===== src/design/rv_exec_macros.svh =====
`ifndef RV_EXEC_MACROS_SVH
`define RV_EXEC_MACROS_SVH

// Data word width
`define RV_XLEN 32

// Major opcodes
`define RV_OPC_OP      7'b0110011
`define RV_OPC_OP_IMM  7'b0010011
`define RV_OPC_LUI     7'b0110111
`define RV_OPC_AUIPC   7'b0010111
`define RV_OPC_JAL     7'b1101111
`define RV_OPC_JALR    7'b1100111
`define RV_OPC_BRANCH  7'b1100011

// funct7 values
`define RV_F7_BASE     7'b0000000
`define RV_F7_ALT      7'b0100000
`define RV_F7_MULDIV   7'b0000001

// One iteration per result bit
`define RV_MULDIV_STEPS 32

`endif


===== src/design/rv_exec_pkg.sv =====
`default_nettype none

`include "rv_exec_macros.svh"

package rv_exec_pkg;

    typedef struct packed {
        logic [6:0] funct7;
        logic [4:0] rs2;
        logic [4:0] rs1;
        logic [2:0] funct3;
        logic [4:0] rd;
        logic [6:0] opcode;
    } r_fmt_t;

    typedef struct packed {
        logic [11:0] imm12;
        logic [4:0]  rs1;
        logic [2:0]  funct3;
        logic [4:0]  rd;
        logic [6:0]  opcode;
    } i_fmt_t;

    // Branch offset bits are scattered around the register fields
    typedef struct packed {
        logic       imm12;
        logic [5:0] imm10_5;
        logic [4:0] rs2;
        logic [4:0] rs1;
        logic [2:0] funct3;
        logic [3:0] imm4_1;
        logic       imm11;
        logic [6:0] opcode;
    } b_fmt_t;

    typedef struct packed {
        logic       imm20;
        logic [9:0] imm10_1;
        logic       imm11;
        logic [7:0] imm19_12;
        logic [4:0] rd;
        logic [6:0] opcode;
    } j_fmt_t;

    typedef union packed {
        r_fmt_t r;
        i_fmt_t i;
        b_fmt_t b;
        j_fmt_t j;
    } rv_instr_t;

    typedef enum logic [3:0] {
        CLASS_ALU, CLASS_LUI, CLASS_AUIPC, CLASS_JAL,
        CLASS_JALR, CLASS_BRANCH, CLASS_MULDIV, CLASS_ILLEGAL
    } op_class_e;

    typedef enum logic [3:0] {
        ALU_ADD, ALU_SUB, ALU_SLL, ALU_SLT, ALU_SLTU,
        ALU_XOR, ALU_SRL, ALU_SRA, ALU_OR, ALU_AND
    } alu_op_e;

    // Encoded as funct3
    typedef enum logic [2:0] {
        MD_MUL, MD_MULH, MD_MULHSU, MD_MULHU,
        MD_DIV, MD_DIVU, MD_REM, MD_REMU
    } md_op_e;

endpackage

`default_nettype wire


===== src/design/rv_decoder.sv =====
`timescale 1ns/1ps
`default_nettype none

`include "rv_exec_macros.svh"

module rv_decoder (
    input  wire rv_exec_pkg::rv_instr_t instr,
    output rv_exec_pkg::op_class_e      op_class,
    output rv_exec_pkg::alu_op_e        alu_op,
    output logic                        alu_use_imm,
    output logic [`RV_XLEN-1:0]         imm_i,
    output logic [`RV_XLEN-1:0]         imm_u,
    output logic [`RV_XLEN-1:0]         imm_b,
    output logic [`RV_XLEN-1:0]         imm_j
);
    import rv_exec_pkg::*;

    logic [6:0] opcode;
    logic [2:0] f3;
    logic [6:0] f7;
    logic       f7_alt;

    assign opcode = instr.r.opcode;
    assign f3     = instr.r.funct3;
    assign f7     = instr.r.funct7;
    assign f7_alt = (f7 == `RV_F7_ALT);

    // Immediates, each through its own format view
    assign imm_i = {{20{instr.i.imm12[11]}}, instr.i.imm12};
    assign imm_u = {instr.i.imm12, instr.i.rs1, instr.i.funct3, 12'b0};
    assign imm_b = {{20{instr.b.imm12}}, instr.b.imm11, instr.b.imm10_5,
                    instr.b.imm4_1, 1'b0};
    assign imm_j = {{12{instr.j.imm20}}, instr.j.imm19_12, instr.j.imm11,
                    instr.j.imm10_1, 1'b0};

    assign alu_use_imm = (opcode == `RV_OPC_OP_IMM);

    always_comb begin
        case (f3)
            3'd0:    alu_op = (!alu_use_imm && f7_alt) ? ALU_SUB : ALU_ADD;
            3'd1:    alu_op = ALU_SLL;
            3'd2:    alu_op = ALU_SLT;
            3'd3:    alu_op = ALU_SLTU;
            3'd4:    alu_op = ALU_XOR;
            3'd5:    alu_op = f7_alt ? ALU_SRA : ALU_SRL;
            3'd6:    alu_op = ALU_OR;
            default: alu_op = ALU_AND;
        endcase
    end

    always_comb begin
        op_class = CLASS_ILLEGAL;
        case (opcode)
            `RV_OPC_OP: begin
                if (f7 == `RV_F7_MULDIV)
                    op_class = CLASS_MULDIV;
                else if (f7 == `RV_F7_BASE || (f7_alt && (f3 == 3'd0 || f3 == 3'd5)))
                    op_class = CLASS_ALU;
            end
            `RV_OPC_OP_IMM: begin
                // Shift immediates keep funct7 in the upper imm bits
                if (!(f3 == 3'd1 && f7 != `RV_F7_BASE) &&
                    !(f3 == 3'd5 && f7 != `RV_F7_BASE && !f7_alt))
                    op_class = CLASS_ALU;
            end
            `RV_OPC_LUI:    op_class = CLASS_LUI;
            `RV_OPC_AUIPC:  op_class = CLASS_AUIPC;
            `RV_OPC_JAL:    op_class = CLASS_JAL;
            `RV_OPC_JALR:   op_class = (f3 == 3'd0) ? CLASS_JALR : CLASS_ILLEGAL;
            `RV_OPC_BRANCH: op_class = CLASS_BRANCH;
            default:        op_class = CLASS_ILLEGAL;
        endcase
    end

endmodule

`default_nettype wire


===== src/design/rv_alu.sv =====
`timescale 1ns/1ps
`default_nettype none

`include "rv_exec_macros.svh"

module rv_alu (
    input  wire rv_exec_pkg::alu_op_e alu_op,
    input  wire  [`RV_XLEN-1:0]       a,
    input  wire  [`RV_XLEN-1:0]       b,
    output logic [`RV_XLEN-1:0]       result
);
    import rv_exec_pkg::*;

    logic [4:0] shamt;
    logic       lt_signed;
    logic       lt_unsigned;

    assign shamt       = b[4:0];
    assign lt_signed   = ($signed(a) < $signed(b));
    assign lt_unsigned = (a < b);

    always_comb begin
        case (alu_op)
            ALU_ADD:  result = a + b;
            ALU_SUB:  result = a - b;
            ALU_SLL:  result = a << shamt;
            ALU_SLT:  result = {{(`RV_XLEN-1){1'b0}}, lt_signed};
            ALU_SLTU: result = {{(`RV_XLEN-1){1'b0}}, lt_unsigned};
            ALU_XOR:  result = a ^ b;
            ALU_SRL:  result = a >> shamt;
            // Sign fill from bit 31
            ALU_SRA:  result = $unsigned($signed(a) >>> shamt);
            ALU_OR:   result = a | b;
            ALU_AND:  result = a & b;
            default:  result = a + b;
        endcase
    end

endmodule

`default_nettype wire


===== src/design/rv_branch_unit.sv =====
`timescale 1ns/1ps
`default_nettype none

`include "rv_exec_macros.svh"

module rv_branch_unit (
    input  wire  [2:0]                  funct3,
    input  wire  [`RV_XLEN-1:0]         rs1_data,
    input  wire  [`RV_XLEN-1:0]         rs2_data,
    input  wire  [`RV_XLEN-1:0]         pc,
    input  wire  [`RV_XLEN-1:0]         imm_b,
    input  wire  [`RV_XLEN-1:0]         imm_j,
    input  wire  [`RV_XLEN-1:0]         imm_i,
    input  wire rv_exec_pkg::op_class_e op_class,
    output logic                        taken,
    output logic [`RV_XLEN-1:0]         target,
    output logic                        bad_cond
);
    import rv_exec_pkg::*;

    logic eq;
    logic lt;
    logic ltu;
    logic [`RV_XLEN-1:0] jalr_sum;

    assign eq  = (rs1_data == rs2_data);
    assign lt  = ($signed(rs1_data) < $signed(rs2_data));
    assign ltu = (rs1_data < rs2_data);

    // funct3 2 and 3 are unused encodings
    assign bad_cond = (funct3[2:1] == 2'b01);

    always_comb begin
        case (funct3)
            3'd0:    taken = eq;
            3'd1:    taken = !eq;
            3'd4:    taken = lt;
            3'd5:    taken = !lt;
            3'd6:    taken = ltu;
            3'd7:    taken = !ltu;
            default: taken = 1'b0;
        endcase
    end

    assign jalr_sum = rs1_data + imm_i;

    always_comb begin
        case (op_class)
            CLASS_JAL:  target = pc + imm_j;
            CLASS_JALR: target = {jalr_sum[`RV_XLEN-1:1], 1'b0};
            default:    target = pc + imm_b;
        endcase
    end

endmodule

`default_nettype wire


===== src/design/rv_muldiv.sv =====
`timescale 1ns/1ps
`default_nettype none

`include "rv_exec_macros.svh"

module rv_muldiv (
    input  wire                      clk,
    input  wire                      rst_n,
    input  wire                      start,
    input  wire rv_exec_pkg::md_op_e md_op,
    input  wire  [`RV_XLEN-1:0]      rs1_data,
    input  wire  [`RV_XLEN-1:0]      rs2_data,
    output logic                     done,
    output logic [`RV_XLEN-1:0]      result
);
    import rv_exec_pkg::*;

    localparam int XW    = `RV_XLEN;
    localparam int CNT_W = $clog2(`RV_MULDIV_STEPS);

    logic             busy;
    logic [CNT_W-1:0] cnt;

    md_op_e           op_q;
    logic             neg_q;
    logic             div_zero_q;
    logic [XW-1:0]    mag_b;
    logic [XW-1:0]    hi;
    logic [XW-1:0]    lo;

    logic             a_signed;
    logic             b_signed;
    logic             a_neg;
    logic             b_neg;
    logic             is_rem;

    logic [XW:0]      mul_sum;
    logic [XW:0]      div_shift;
    logic [XW:0]      div_diff;

    logic [2*XW-1:0]  prod;
    logic [2*XW-1:0]  prod_s;
    logic [XW-1:0]    quo;
    logic [XW-1:0]    rem;

    // Operand signedness from the operation
    assign a_signed = (md_op != MD_MULHU) && (md_op != MD_DIVU) && (md_op != MD_REMU);
    assign b_signed = a_signed && (md_op != MD_MULHSU);
    assign a_neg    = a_signed && rs1_data[XW-1];
    assign b_neg    = b_signed && rs2_data[XW-1];
    assign is_rem   = (md_op[2:1] == 2'b11);

    // Shift-add step, hi:lo holds the partial product
    assign mul_sum = {1'b0, hi} + (lo[0] ? {1'b0, mag_b} : {(XW+1){1'b0}});

    // Restoring step, hi is the remainder and lo collects quotient bits
    assign div_shift = {hi, lo[XW-1]};
    assign div_diff  = div_shift - {1'b0, mag_b};

    always_ff @(posedge clk) begin
        if (!rst_n) begin
            busy <= 1'b0;
            done <= 1'b0;
            cnt  <= '0;
        end else begin
            done <= 1'b0;
            if (start) begin
                busy <= 1'b1;
                cnt  <= '0;
            end else if (busy) begin
                cnt <= cnt + 1'b1;
                if (cnt == CNT_W'(`RV_MULDIV_STEPS - 1)) begin
                    busy <= 1'b0;
                    done <= 1'b1;
                end
            end
        end
    end

    always_ff @(posedge clk) begin
        if (start) begin
            op_q       <= md_op;
            neg_q      <= is_rem ? a_neg : (a_neg ^ b_neg);
            div_zero_q <= (rs2_data == '0);
            mag_b      <= b_neg ? -rs2_data : rs2_data;
            hi         <= '0;
            lo         <= a_neg ? -rs1_data : rs1_data;
        end else if (busy) begin
            if (op_q[2]) begin
                if (!div_diff[XW]) begin
                    hi <= div_diff[XW-1:0];
                    lo <= {lo[XW-2:0], 1'b1};
                end else begin
                    hi <= div_shift[XW-1:0];
                    lo <= {lo[XW-2:0], 1'b0};
                end
            end else begin
                {hi, lo} <= {mul_sum, lo[XW-1:1]};
            end
        end
    end

    // Sign correction of the magnitude results
    assign prod   = {hi, lo};
    assign prod_s = neg_q ? -prod : prod;
    assign quo    = neg_q ? -lo : lo;
    assign rem    = neg_q ? -hi : hi;

    always_comb begin
        case (op_q)
            MD_MUL:                       result = prod_s[XW-1:0];
            MD_MULH, MD_MULHSU, MD_MULHU: result = prod_s[2*XW-1:XW];
            // Divide by zero gives all ones, the remainder is already rs1
            MD_DIV, MD_DIVU:              result = div_zero_q ? '1 : quo;
            default:                      result = rem;
        endcase
    end

endmodule

`default_nettype wire


===== src/design/rv_execute.sv =====
`timescale 1ns/1ps
`default_nettype none

`include "rv_exec_macros.svh"

module rv_execute (
    input  wire                         clk,
    input  wire                         rst_n,
    input  wire                         instr_valid,
    input  wire rv_exec_pkg::rv_instr_t instr,
    input  wire  [`RV_XLEN-1:0]         pc,
    input  wire  [`RV_XLEN-1:0]         rs1_data,
    input  wire  [`RV_XLEN-1:0]         rs2_data,
    output logic                        instr_ready,
    output logic                        rd_write,
    output logic [4:0]                  rd_addr,
    output logic [`RV_XLEN-1:0]         rd_wdata,
    output logic                        branch_taken,
    output logic [`RV_XLEN-1:0]         branch_target,
    output logic                        illegal
);
    import rv_exec_pkg::*;

    op_class_e           op_class;
    alu_op_e             alu_op;
    logic                alu_use_imm;
    logic [`RV_XLEN-1:0] imm_i;
    logic [`RV_XLEN-1:0] imm_u;
    logic [`RV_XLEN-1:0] imm_b;
    logic [`RV_XLEN-1:0] imm_j;
    logic [`RV_XLEN-1:0] alu_result;
    logic                br_cond;
    logic                br_bad;
    logic                md_start;
    logic                md_done;
    logic [`RV_XLEN-1:0] md_result;

    logic                br_calc;
    logic                br_taken_q;
    logic                md_busy;
    logic                wb_en;

    assign rd_addr = instr.r.rd;

    rv_decoder u_decoder (
        .instr(instr), .op_class(op_class), .alu_op(alu_op), .alu_use_imm(alu_use_imm),
        .imm_i(imm_i), .imm_u(imm_u), .imm_b(imm_b), .imm_j(imm_j)
    );

    rv_alu u_alu (
        .alu_op(alu_op), .a(rs1_data), .b(alu_use_imm ? imm_i : rs2_data),
        .result(alu_result)
    );

    rv_branch_unit u_branch (
        .funct3(instr.b.funct3), .rs1_data(rs1_data), .rs2_data(rs2_data), .pc(pc),
        .imm_b(imm_b), .imm_j(imm_j), .imm_i(imm_i), .op_class(op_class),
        .taken(br_cond), .target(branch_target), .bad_cond(br_bad)
    );

    rv_muldiv u_muldiv (
        .clk(clk), .rst_n(rst_n), .start(md_start), .md_op(md_op_e'(instr.r.funct3)),
        .rs1_data(rs1_data), .rs2_data(rs2_data), .done(md_done), .result(md_result)
    );

    always_comb begin
        instr_ready  = 1'b1;
        wb_en        = 1'b0;
        branch_taken = 1'b0;
        illegal      = 1'b0;
        md_start     = 1'b0;
        if (instr_valid) begin
            case (op_class)
                CLASS_ALU, CLASS_LUI, CLASS_AUIPC: wb_en = 1'b1;
                CLASS_JAL, CLASS_JALR: begin
                    wb_en        = 1'b1;
                    branch_taken = 1'b1;
                end
                CLASS_BRANCH: begin
                    // Compare is registered first, committed next cycle
                    if (br_bad)
                        illegal = 1'b1;
                    else if (!br_calc)
                        instr_ready = 1'b0;
                    else
                        branch_taken = br_taken_q;
                end
                CLASS_MULDIV: begin
                    md_start    = !md_busy;
                    instr_ready = md_done;
                    wb_en       = md_done;
                end
                default: illegal = 1'b1;
            endcase
        end
    end

    assign rd_write = wb_en && (rd_addr != 5'd0);

    always_comb begin
        case (op_class)
            CLASS_LUI:             rd_wdata = imm_u;
            CLASS_AUIPC:           rd_wdata = pc + imm_u;
            CLASS_JAL, CLASS_JALR: rd_wdata = pc + `RV_XLEN'd4;
            CLASS_MULDIV:          rd_wdata = md_result;
            default:               rd_wdata = alu_result;
        endcase
    end

    always_ff @(posedge clk) begin
        if (!rst_n) begin
            br_calc <= 1'b0;
            md_busy <= 1'b0;
        end else begin
            if (instr_valid && op_class == CLASS_BRANCH && !br_bad)
                br_calc <= !br_calc;
            if (md_start)
                md_busy <= 1'b1;
            else if (md_done)
                md_busy <= 1'b0;
        end
    end

    always_ff @(posedge clk) begin
        if (!br_calc)
            br_taken_q <= br_cond;
    end

endmodule

`default_nettype wire


===== config.mk =====
export PLATFORM = sky130hd
export DESIGN_NAME = rv_execute
export DESIGN_NICKNAME = d
export VERILOG_FILES = /design/src/design/rv_exec_pkg.sv /design/src/design/rv_decoder.sv /design/src/design/rv_alu.sv /design/src/design/rv_branch_unit.sv /design/src/design/rv_muldiv.sv /design/src/design/rv_execute.sv
export VERILOG_INCLUDE_DIRS = /design/src /design/src/design
export SDC_FILE = /design/constraint.sdc
export NUM_CORES = 2
export LEC_CHECK = 0
export BUFFER_PORTS_ARGS = -buffer_cell sky130_fd_sc_hd__buf_2
export CORE_MARGIN = 3
export CORE_UTILIZATION = 61
export DETAILED_ROUTE_END_ITERATION = 8
export HOLD_SLACK_MARGIN = 0.08
export PLACE_DENSITY = 0.86
export SYNTH_ARGS = -nofsm -noshare
export SYNTH_HDL_FRONTEND = slang
export SYNTH_HIERARCHICAL = 1
export SYNTH_SLANG_ARGS = --single-unit

===== constraint.sdc =====
create_clock -name clk -period 8.2 [get_ports clk]
set_input_delay 0.82 -clock clk [delete_from_list [all_inputs] [get_ports clk]]
set_output_delay 0.82 -clock clk [all_outputs]
set_load 0.03 [all_outputs]

**Yosys cells after proc, flatten, opt, wreduce, memory -nomap -nowiden**

Cells that the tools add are included.
Widths: inputs -> output; s select.

- Bits in registers: 111
- Bits of input ports: 131
- Output and inout bits: 73
- Logic and storage cells: 175

- Add/subtract/negate cells: 15
- Magnitude comparators: 4
- Eq/ne operators: 44
- Shifts and indexed selects: 3
- Mux-type cells: 49
- Bitwise operators: 6
- Reductions and logical operators: 42

Operators by type and width:

| cell | count |
|---|---|
| $mux 32 | 12 |
| $pmux 32 s9 | 1 |
| $add 32x32->32 | 5 |
| $lt 32x32->1 | 4 |
| $neg 32->32 | 4 |
| $pmux 32 s4 | 1 |
| $pmux 32 s3 | 1 |
| $mux 64 | 1 |
| $neg 64->64 | 1 |
| $pmux 32 s2 | 1 |
| $pmux 4 s7 | 2 |
| $add 32x33->33 | 1 |
| $sub 33x32->33 | 1 |
| $add 32x3->32 const B | 1 |
| $and 32x32->32 | 1 |
| $eq 32x32->1 | 1 |
| $logic_not 32->1 | 1 |
| $or 32x32->32 | 1 |
| $shl 32x5->32 | 1 |
| $shr 32x5->32 | 1 |
| $sshr 32x5->32 | 1 |
| $sub 32x32->32 | 1 |
| $xor 32x32->32 | 1 |
| $eq 4x3->1 const B | 7 |
| 37 further kinds | 111 |

**Longest topological paths before layout**

- Depth after elaboration: 12
- Gate-level depth with buffers: 24
- Gate-level depth less buffers: 19

**Cells and area by module**

Netlist, hierarchy kept.

Modules (own cells, without submodules):

| module | times used | cells each | area each (um^2) | seq. area each (um^2) |
|---|---|---|---|---|
| rv_muldiv | 1 | 1546 | 11939.0 | 2852.7 |
| rv_alu | 1 | 1248 | 8495.6 | 0.0 |
| rv_branch_unit | 1 | 688 | 4839.6 | 0.0 |
| rv_execute | 1 | 523 | 3942.5 | 70.1 |
| rv_decoder | 1 | 173 | 1287.5 | 0.0 |

**Worst setup path after synthesis**

No wires, ideal clock.

- Kind: in2out
- Start: input instr[3] (netlist name)
- End: output rd_wdata[31]
- Arrival: 5.981 ns
- Data required time: 7.380 ns
- Path slack: 1.399 ns
- Stages on the path: 24
- Path buffers: 7
- Path through: nand3b_4 > nor4_4 > clkbuf_1 > buf_1 > mux2_2 > clkbuf_1 > inv_2 > buf_2 > buf_2 > buf_2 > buf_2 > ha_1 > inv_2 > a21oi_1 > o31a_1 > o31a_4 > o31ai_4 > a211oi_4 > o31ai_4 > nand2_1 > and3b_1 > a211oi_2 > o21ai_0 > o21ai_0

- Longest elaborated chain between the ends: 8
- Elaborated cells between the ends (all ways): 38
- Those cells by class: add/sub: 2; eq/ne: 21; shift: 3; mux: 6; bitwise: 3; reduce/logical: 3

Ends and longest elaborated chain:

| what | line | RTL |
|---|---|---|
| start, declared | rv_execute.sv:10 | `input wire rv_exec_pkg::rv_instr_t instr,` |
| $eq 7x5->1 (no line) * | -- |  |
| via alu_use_imm | rv_execute.sv:26 | `logic alu_use_imm;` |
| parallel branches: the longest is 5 deep, another holds $add 32x32->32 | -- |  |
| $pmux 32 s9 * | rv_alu.sv:23 | `case (alu_op)` |
| via alu_result[31] | rv_execute.sv:31 | `` logic [`RV_XLEN-1:0] alu_result; `` |
| $pmux 32 s4 * | rv_execute.sv:101 | `case (op_class)` |
| end, declared | rv_execute.sv:17 | `` output logic [`RV_XLEN-1:0] rd_wdata, `` |

Mark *: on every way through the listed nets, which the timed path passes.

**Worst setup path in the final report**

- Start: input instr[3] (netlist name)
- End: output rd_wdata[29]

The elaborated chain is that of the path after synthesis.

==> results.txt <==
----------------------------------------------------
[Timing]
  Fmax ... 140 MHz
  Count of final setup violators ... 0
  Final critical path time including I/O delays and setup ... ~7 ns
  Tightest Pin Transition ... approximately 1.4 ns
  RSZ-0062 raised after global routing ... false
  Total negative setup slack ... 0 ns
  Final hold viol count ... 0
  Ratio of final minimum period to clock period ... between 80% and 90%
  Setup Skew ... around 0.011 ns
  Pins Over Slew Limit ... 0
  Slew Limit Headroom ... between 7 and 8%

[Floorplanning]
  Initial Util ... around 62%
  Top Ports ... 204
  Num rows ... 81
  Total core area ... around 49000 um2
  Die Outline Area ... 52700 um2
  Die height ... approximately 230 um
  Horizontal extent of the die ... 230 um

[Setup path]
  Reg-to-reg slack, setup ... ~3.4 ns
  Start-to-end type of the worst setup path ... input port to output pin
  Endpoint arrival time on the critical path ... roughly 6.3 ns
  Kind of cell adding the most delay to the critical path ... compound AO/OA/AOI/OAI gates
  Crit path capture type ... output pin
  Critical-path cell list ... buf_2, nand3b_4, nor4_4, buf_4, mux2_2, clkinv_1, buf_4, ha_1, a21oi_1, o31a_1, o31a_4, o31ai_4, a211oi_4, o31ai_1, o311ai_1, mux2i_1, nor3_1, o21ai_0, nand3_1, buf_2
  Worst stage delay on the critical path ... approximately 0.65 ns
  Startpoint type of the worst setup path ... input port
  Critical Path Stages ... 20
  R2r endpoint ... u_muldiv/hi[30]$_SDFFE_PP0P_
  Depth of the worst register-to-register path ... 13
  CP Capture Point ... rd_wdata[29]
  Worst setup startpoint ... instr[3]
  Crit path max-delay cell type ... nor3_1
  Worst reg2reg startpoint ... u_muldiv/lo[0]$_DFFE_PP_
  CP max FO ... 30
  Required time worst endpoint ... 7.38 ns
  Bufs and invs on worst path ... 5

[Outcome]
  Violations in the final reports ... design-rule violations
  Result of the run ... complete, but fails checks

[Clocking]
  Clock sink count ... 111
  Clock latency at the later pin of the worst-skew pair ... about 0.38 ns
  Post-CTS setup buffer count ... 0
  Root buffer cell ... clkbuf_16
  Hold buffers post-CTS ... 0
  Total clock buffers created by CTS ... 9
  Post-CTS Resized ... 0
  Clock slew at reported path FFs ... around 0.09 ns
  H-tree levels ... 3
  CTS tree ... built
  Clock Path Buffers ... 2

[Run]
  Number of maximum-capacitance violations ... 0

[Global route]
  Gr ovfl total ... 0
  Total global routing track utilization ... between 40% and 50%
  Pin count of the biggest net entering global routing ... 79
  Routing usage on met3 ... a little over an eighth
  Met1 Track Usage GR ... between 50% and 60%
  GRT Max-Usage Layer ... met2
  Global-route met2 utilization ... 69.9%
  Number of global-route vias before repair ... 30.6k
  First-pass GRT wire length ... approximately 190000 um
  Antenna violations before repair ... 10

[Pwr]
  Leakage ... 13.2 nW
  Power density over cell area ... around 140 nW/um2
  Peak VDD IR ... between 0.1 and 0.15 mV
  Final Power ... 4.38 mW

[Cells and area]
  Area growth from synthesis to final layout ... 1.56%
  Nets@finish ... approximately 4.5k
  Final cell utilization of the core ... between 60% and 70%
  Post-route design area ... 31000 um2
  Share of cells above drive strength 1 ... between 10% and 20%

[Drt]
  DRC violation count after routing ... 2
  Length of the first detailed-routing pass in iterations ... 9
  Remaining antenna violation count after routing ... 0
  Post-detailed-route via-to-cell ratio ... 7.21
  Aggregate routed wire length ... roughly 130000 um
  Average routed wire per standard cell ... ~28 um
  Vias after detailed routing ... 34.3k
  Number of DRC violations after detailed-routing iteration 0 ... approximately 5.4k

[Synth]
  Commonest cells in the synthesized netlist ... 380 x a21oi_1, 357 x nand2_1, 353 x nor2_1, 292 x ha_1, 268 x o21ai_0
  Sequential area share after synthesis ... under 10%
  Average instance area after synthesis ... approximately 7.3 um2
  Area share of the largest cell type after synthesis ... a little under an eighth
  Post-synthesis register bit count ... approximately 110
  Post-synth top area cell ... ha_1
  Primary FF master, synth ... edfxtp_1
  Number of unique standard cell types used by synthesis ... 130
  Ranking of synthesized cells by area ... ha_1 12%, edfxtp_1 6.9%, a21oi_1 6.2%, xnor2_1 4.7%, o21ai_0 4.4%
  Syn. warnings ... 6
  Post-synth ARST share ... 0%
  Most common cell in the netlist ... a21oi_1
  Number of flops mapped to enable cells by yosys ... 70
  Post-Syn Instances ... 4178
  Cell Area, Synth ... between 30000 and 40000 um2

[Min path]
  Class of the most critical hold timing path ... flip-flop to flip-flop
  Hold Path Cell Cnt ... 2

[Placed design]
  Total half-perimeter wirelength after legalization and detailed placement ... approximately 100000 um
  Port bufs ... between 200 and 250
  Routability cong. ... between 1 and 1.5
  Cell area after placement ... between 30000 and 40000 um2

----------------------------------------------------
## flip-flops by register name, summed over array words and instances (netlist names), 3 cells and up
register	count
u_muldiv/mag_b	32
u_muldiv/lo	32
u_muldiv/op_q	3
u_muldiv/hi	32
u_muldiv/cnt	5
## routing by layer
| layer | up-vias | part of all wire (%) |
|---|---|---|
| met1 | 15806 | 36 |
| li1 | 15162 | - |
| met4 | 6 | 8.6 |
| met3 | 590 | 14 |
| met5 | - | 0.035 |
| met2 | 2690 | 41 |
## power by group
group / switching (mW) / total, mW / internal (mW)
clock: 0.264 / 0.490 / 0.225
sequential: 0.208 / 0.860 / 0.652
combinational: 1.94 / 3.03 / 1.10
## worst reg2reg max path, delay by kind of cell, from the launching register on
family,cells,cell delay (ns)
compound gates,6,2.24
simple gates,3,1.07
flops,1,0.49
buf+inv,2,0.47
fa+ha+maj,1,0.30
xor+xnor,1,0.17
## logic make-up (layout without fill, tap and decap cells)
kind of cell	count (synthesis)	in the layout	share of synthesized area (%)
mux	220	220	8.87
compound gates	1442	1442	32.0
xor+xnor	281	281	8.07
fa+ha+maj	299	299	12.4
buf+inv	623	515	10.2
flops	111	111	9.58
other cells	1	19	0.0123
simple gates	1201	1201	18.9
## layout by cell type (no fill, tap or decap), drive strengths merged, types with 40 or more instances in the layout
master  netlist  final
a21oi       386    386
edfxtp       70     70
xor2        119    119
a31oi        40     40
nand2b       43     43
nand4        40     40
a21o        107    107
mux2         83     83
a211oi       50     50
o21a         54     54
buf         220    252
nand3        92     92
o221ai       40     40
nor3         82     82
o21ai       302    302
o31ai        60     60
inv         245    250
nor2        355    355
nand2       359    359
ha          292    292
xnor2       162    162
mux2i       105    105
dfxtp        41     41
o211ai       47     47
a221oi       66     66
## metrics by stage
| stage | setup slack, ns | cells | hold WS, ns |
|---|---|---|---|
| after floorplan | 1.40 | 4192 | 0.467 |
| after global placement | 1.34 | 4732 | 0.479 |
| after detailed placement | 1.27 | 4732 | 0.491 |
| after CTS | 1.24 | 4748 | 0.516 |
| after global routing | 0.933 | 4749 | 0.560 |
| final | 1.04 | 4752 | 0.511 |
## final cells by class
class | count | area [um2]
Clock buffer | 9 | 225
Tap cell | 664 | 831
Clock inverter | 7 | 93.8
Sequential cell | 111 | 2920
Inverter | 247 | 927
Multi-Input combinational cell | 3458 | 24600
Timing Repair Buffer | 252 | 1380
Fill cell | 4547 | 18200
Antenna cell | 4 | 10.0
## worst min-delay path by stage
stage | startpoint | to | slack, ns
after floorplan | u_muldiv/cnt[4]$_SDFFE_PP0P_ | u_muldiv/cnt[4]$_SDFFE_PP0P_ | 0.47
after global placement | u_muldiv/cnt[4]$_SDFFE_PP0P_ | u_muldiv/cnt[4]$_SDFFE_PP0P_ | 0.48
after detailed placement | u_muldiv/cnt[4]$_SDFFE_PP0P_ | u_muldiv/cnt[4]$_SDFFE_PP0P_ | 0.49
after CTS | u_muldiv/cnt[4]$_SDFFE_PP0P_ | u_muldiv/cnt[4]$_SDFFE_PP0P_ | 0.52
after global routing | u_muldiv/cnt[4]$_SDFFE_PP0P_ | u_muldiv/cnt[4]$_SDFFE_PP0P_ | 0.56
final | u_muldiv/cnt[4]$_SDFFE_PP0P_ | u_muldiv/cnt[4]$_SDFFE_PP0P_ | 0.51
Note: power is estimated with default switching activity, not from simulation.
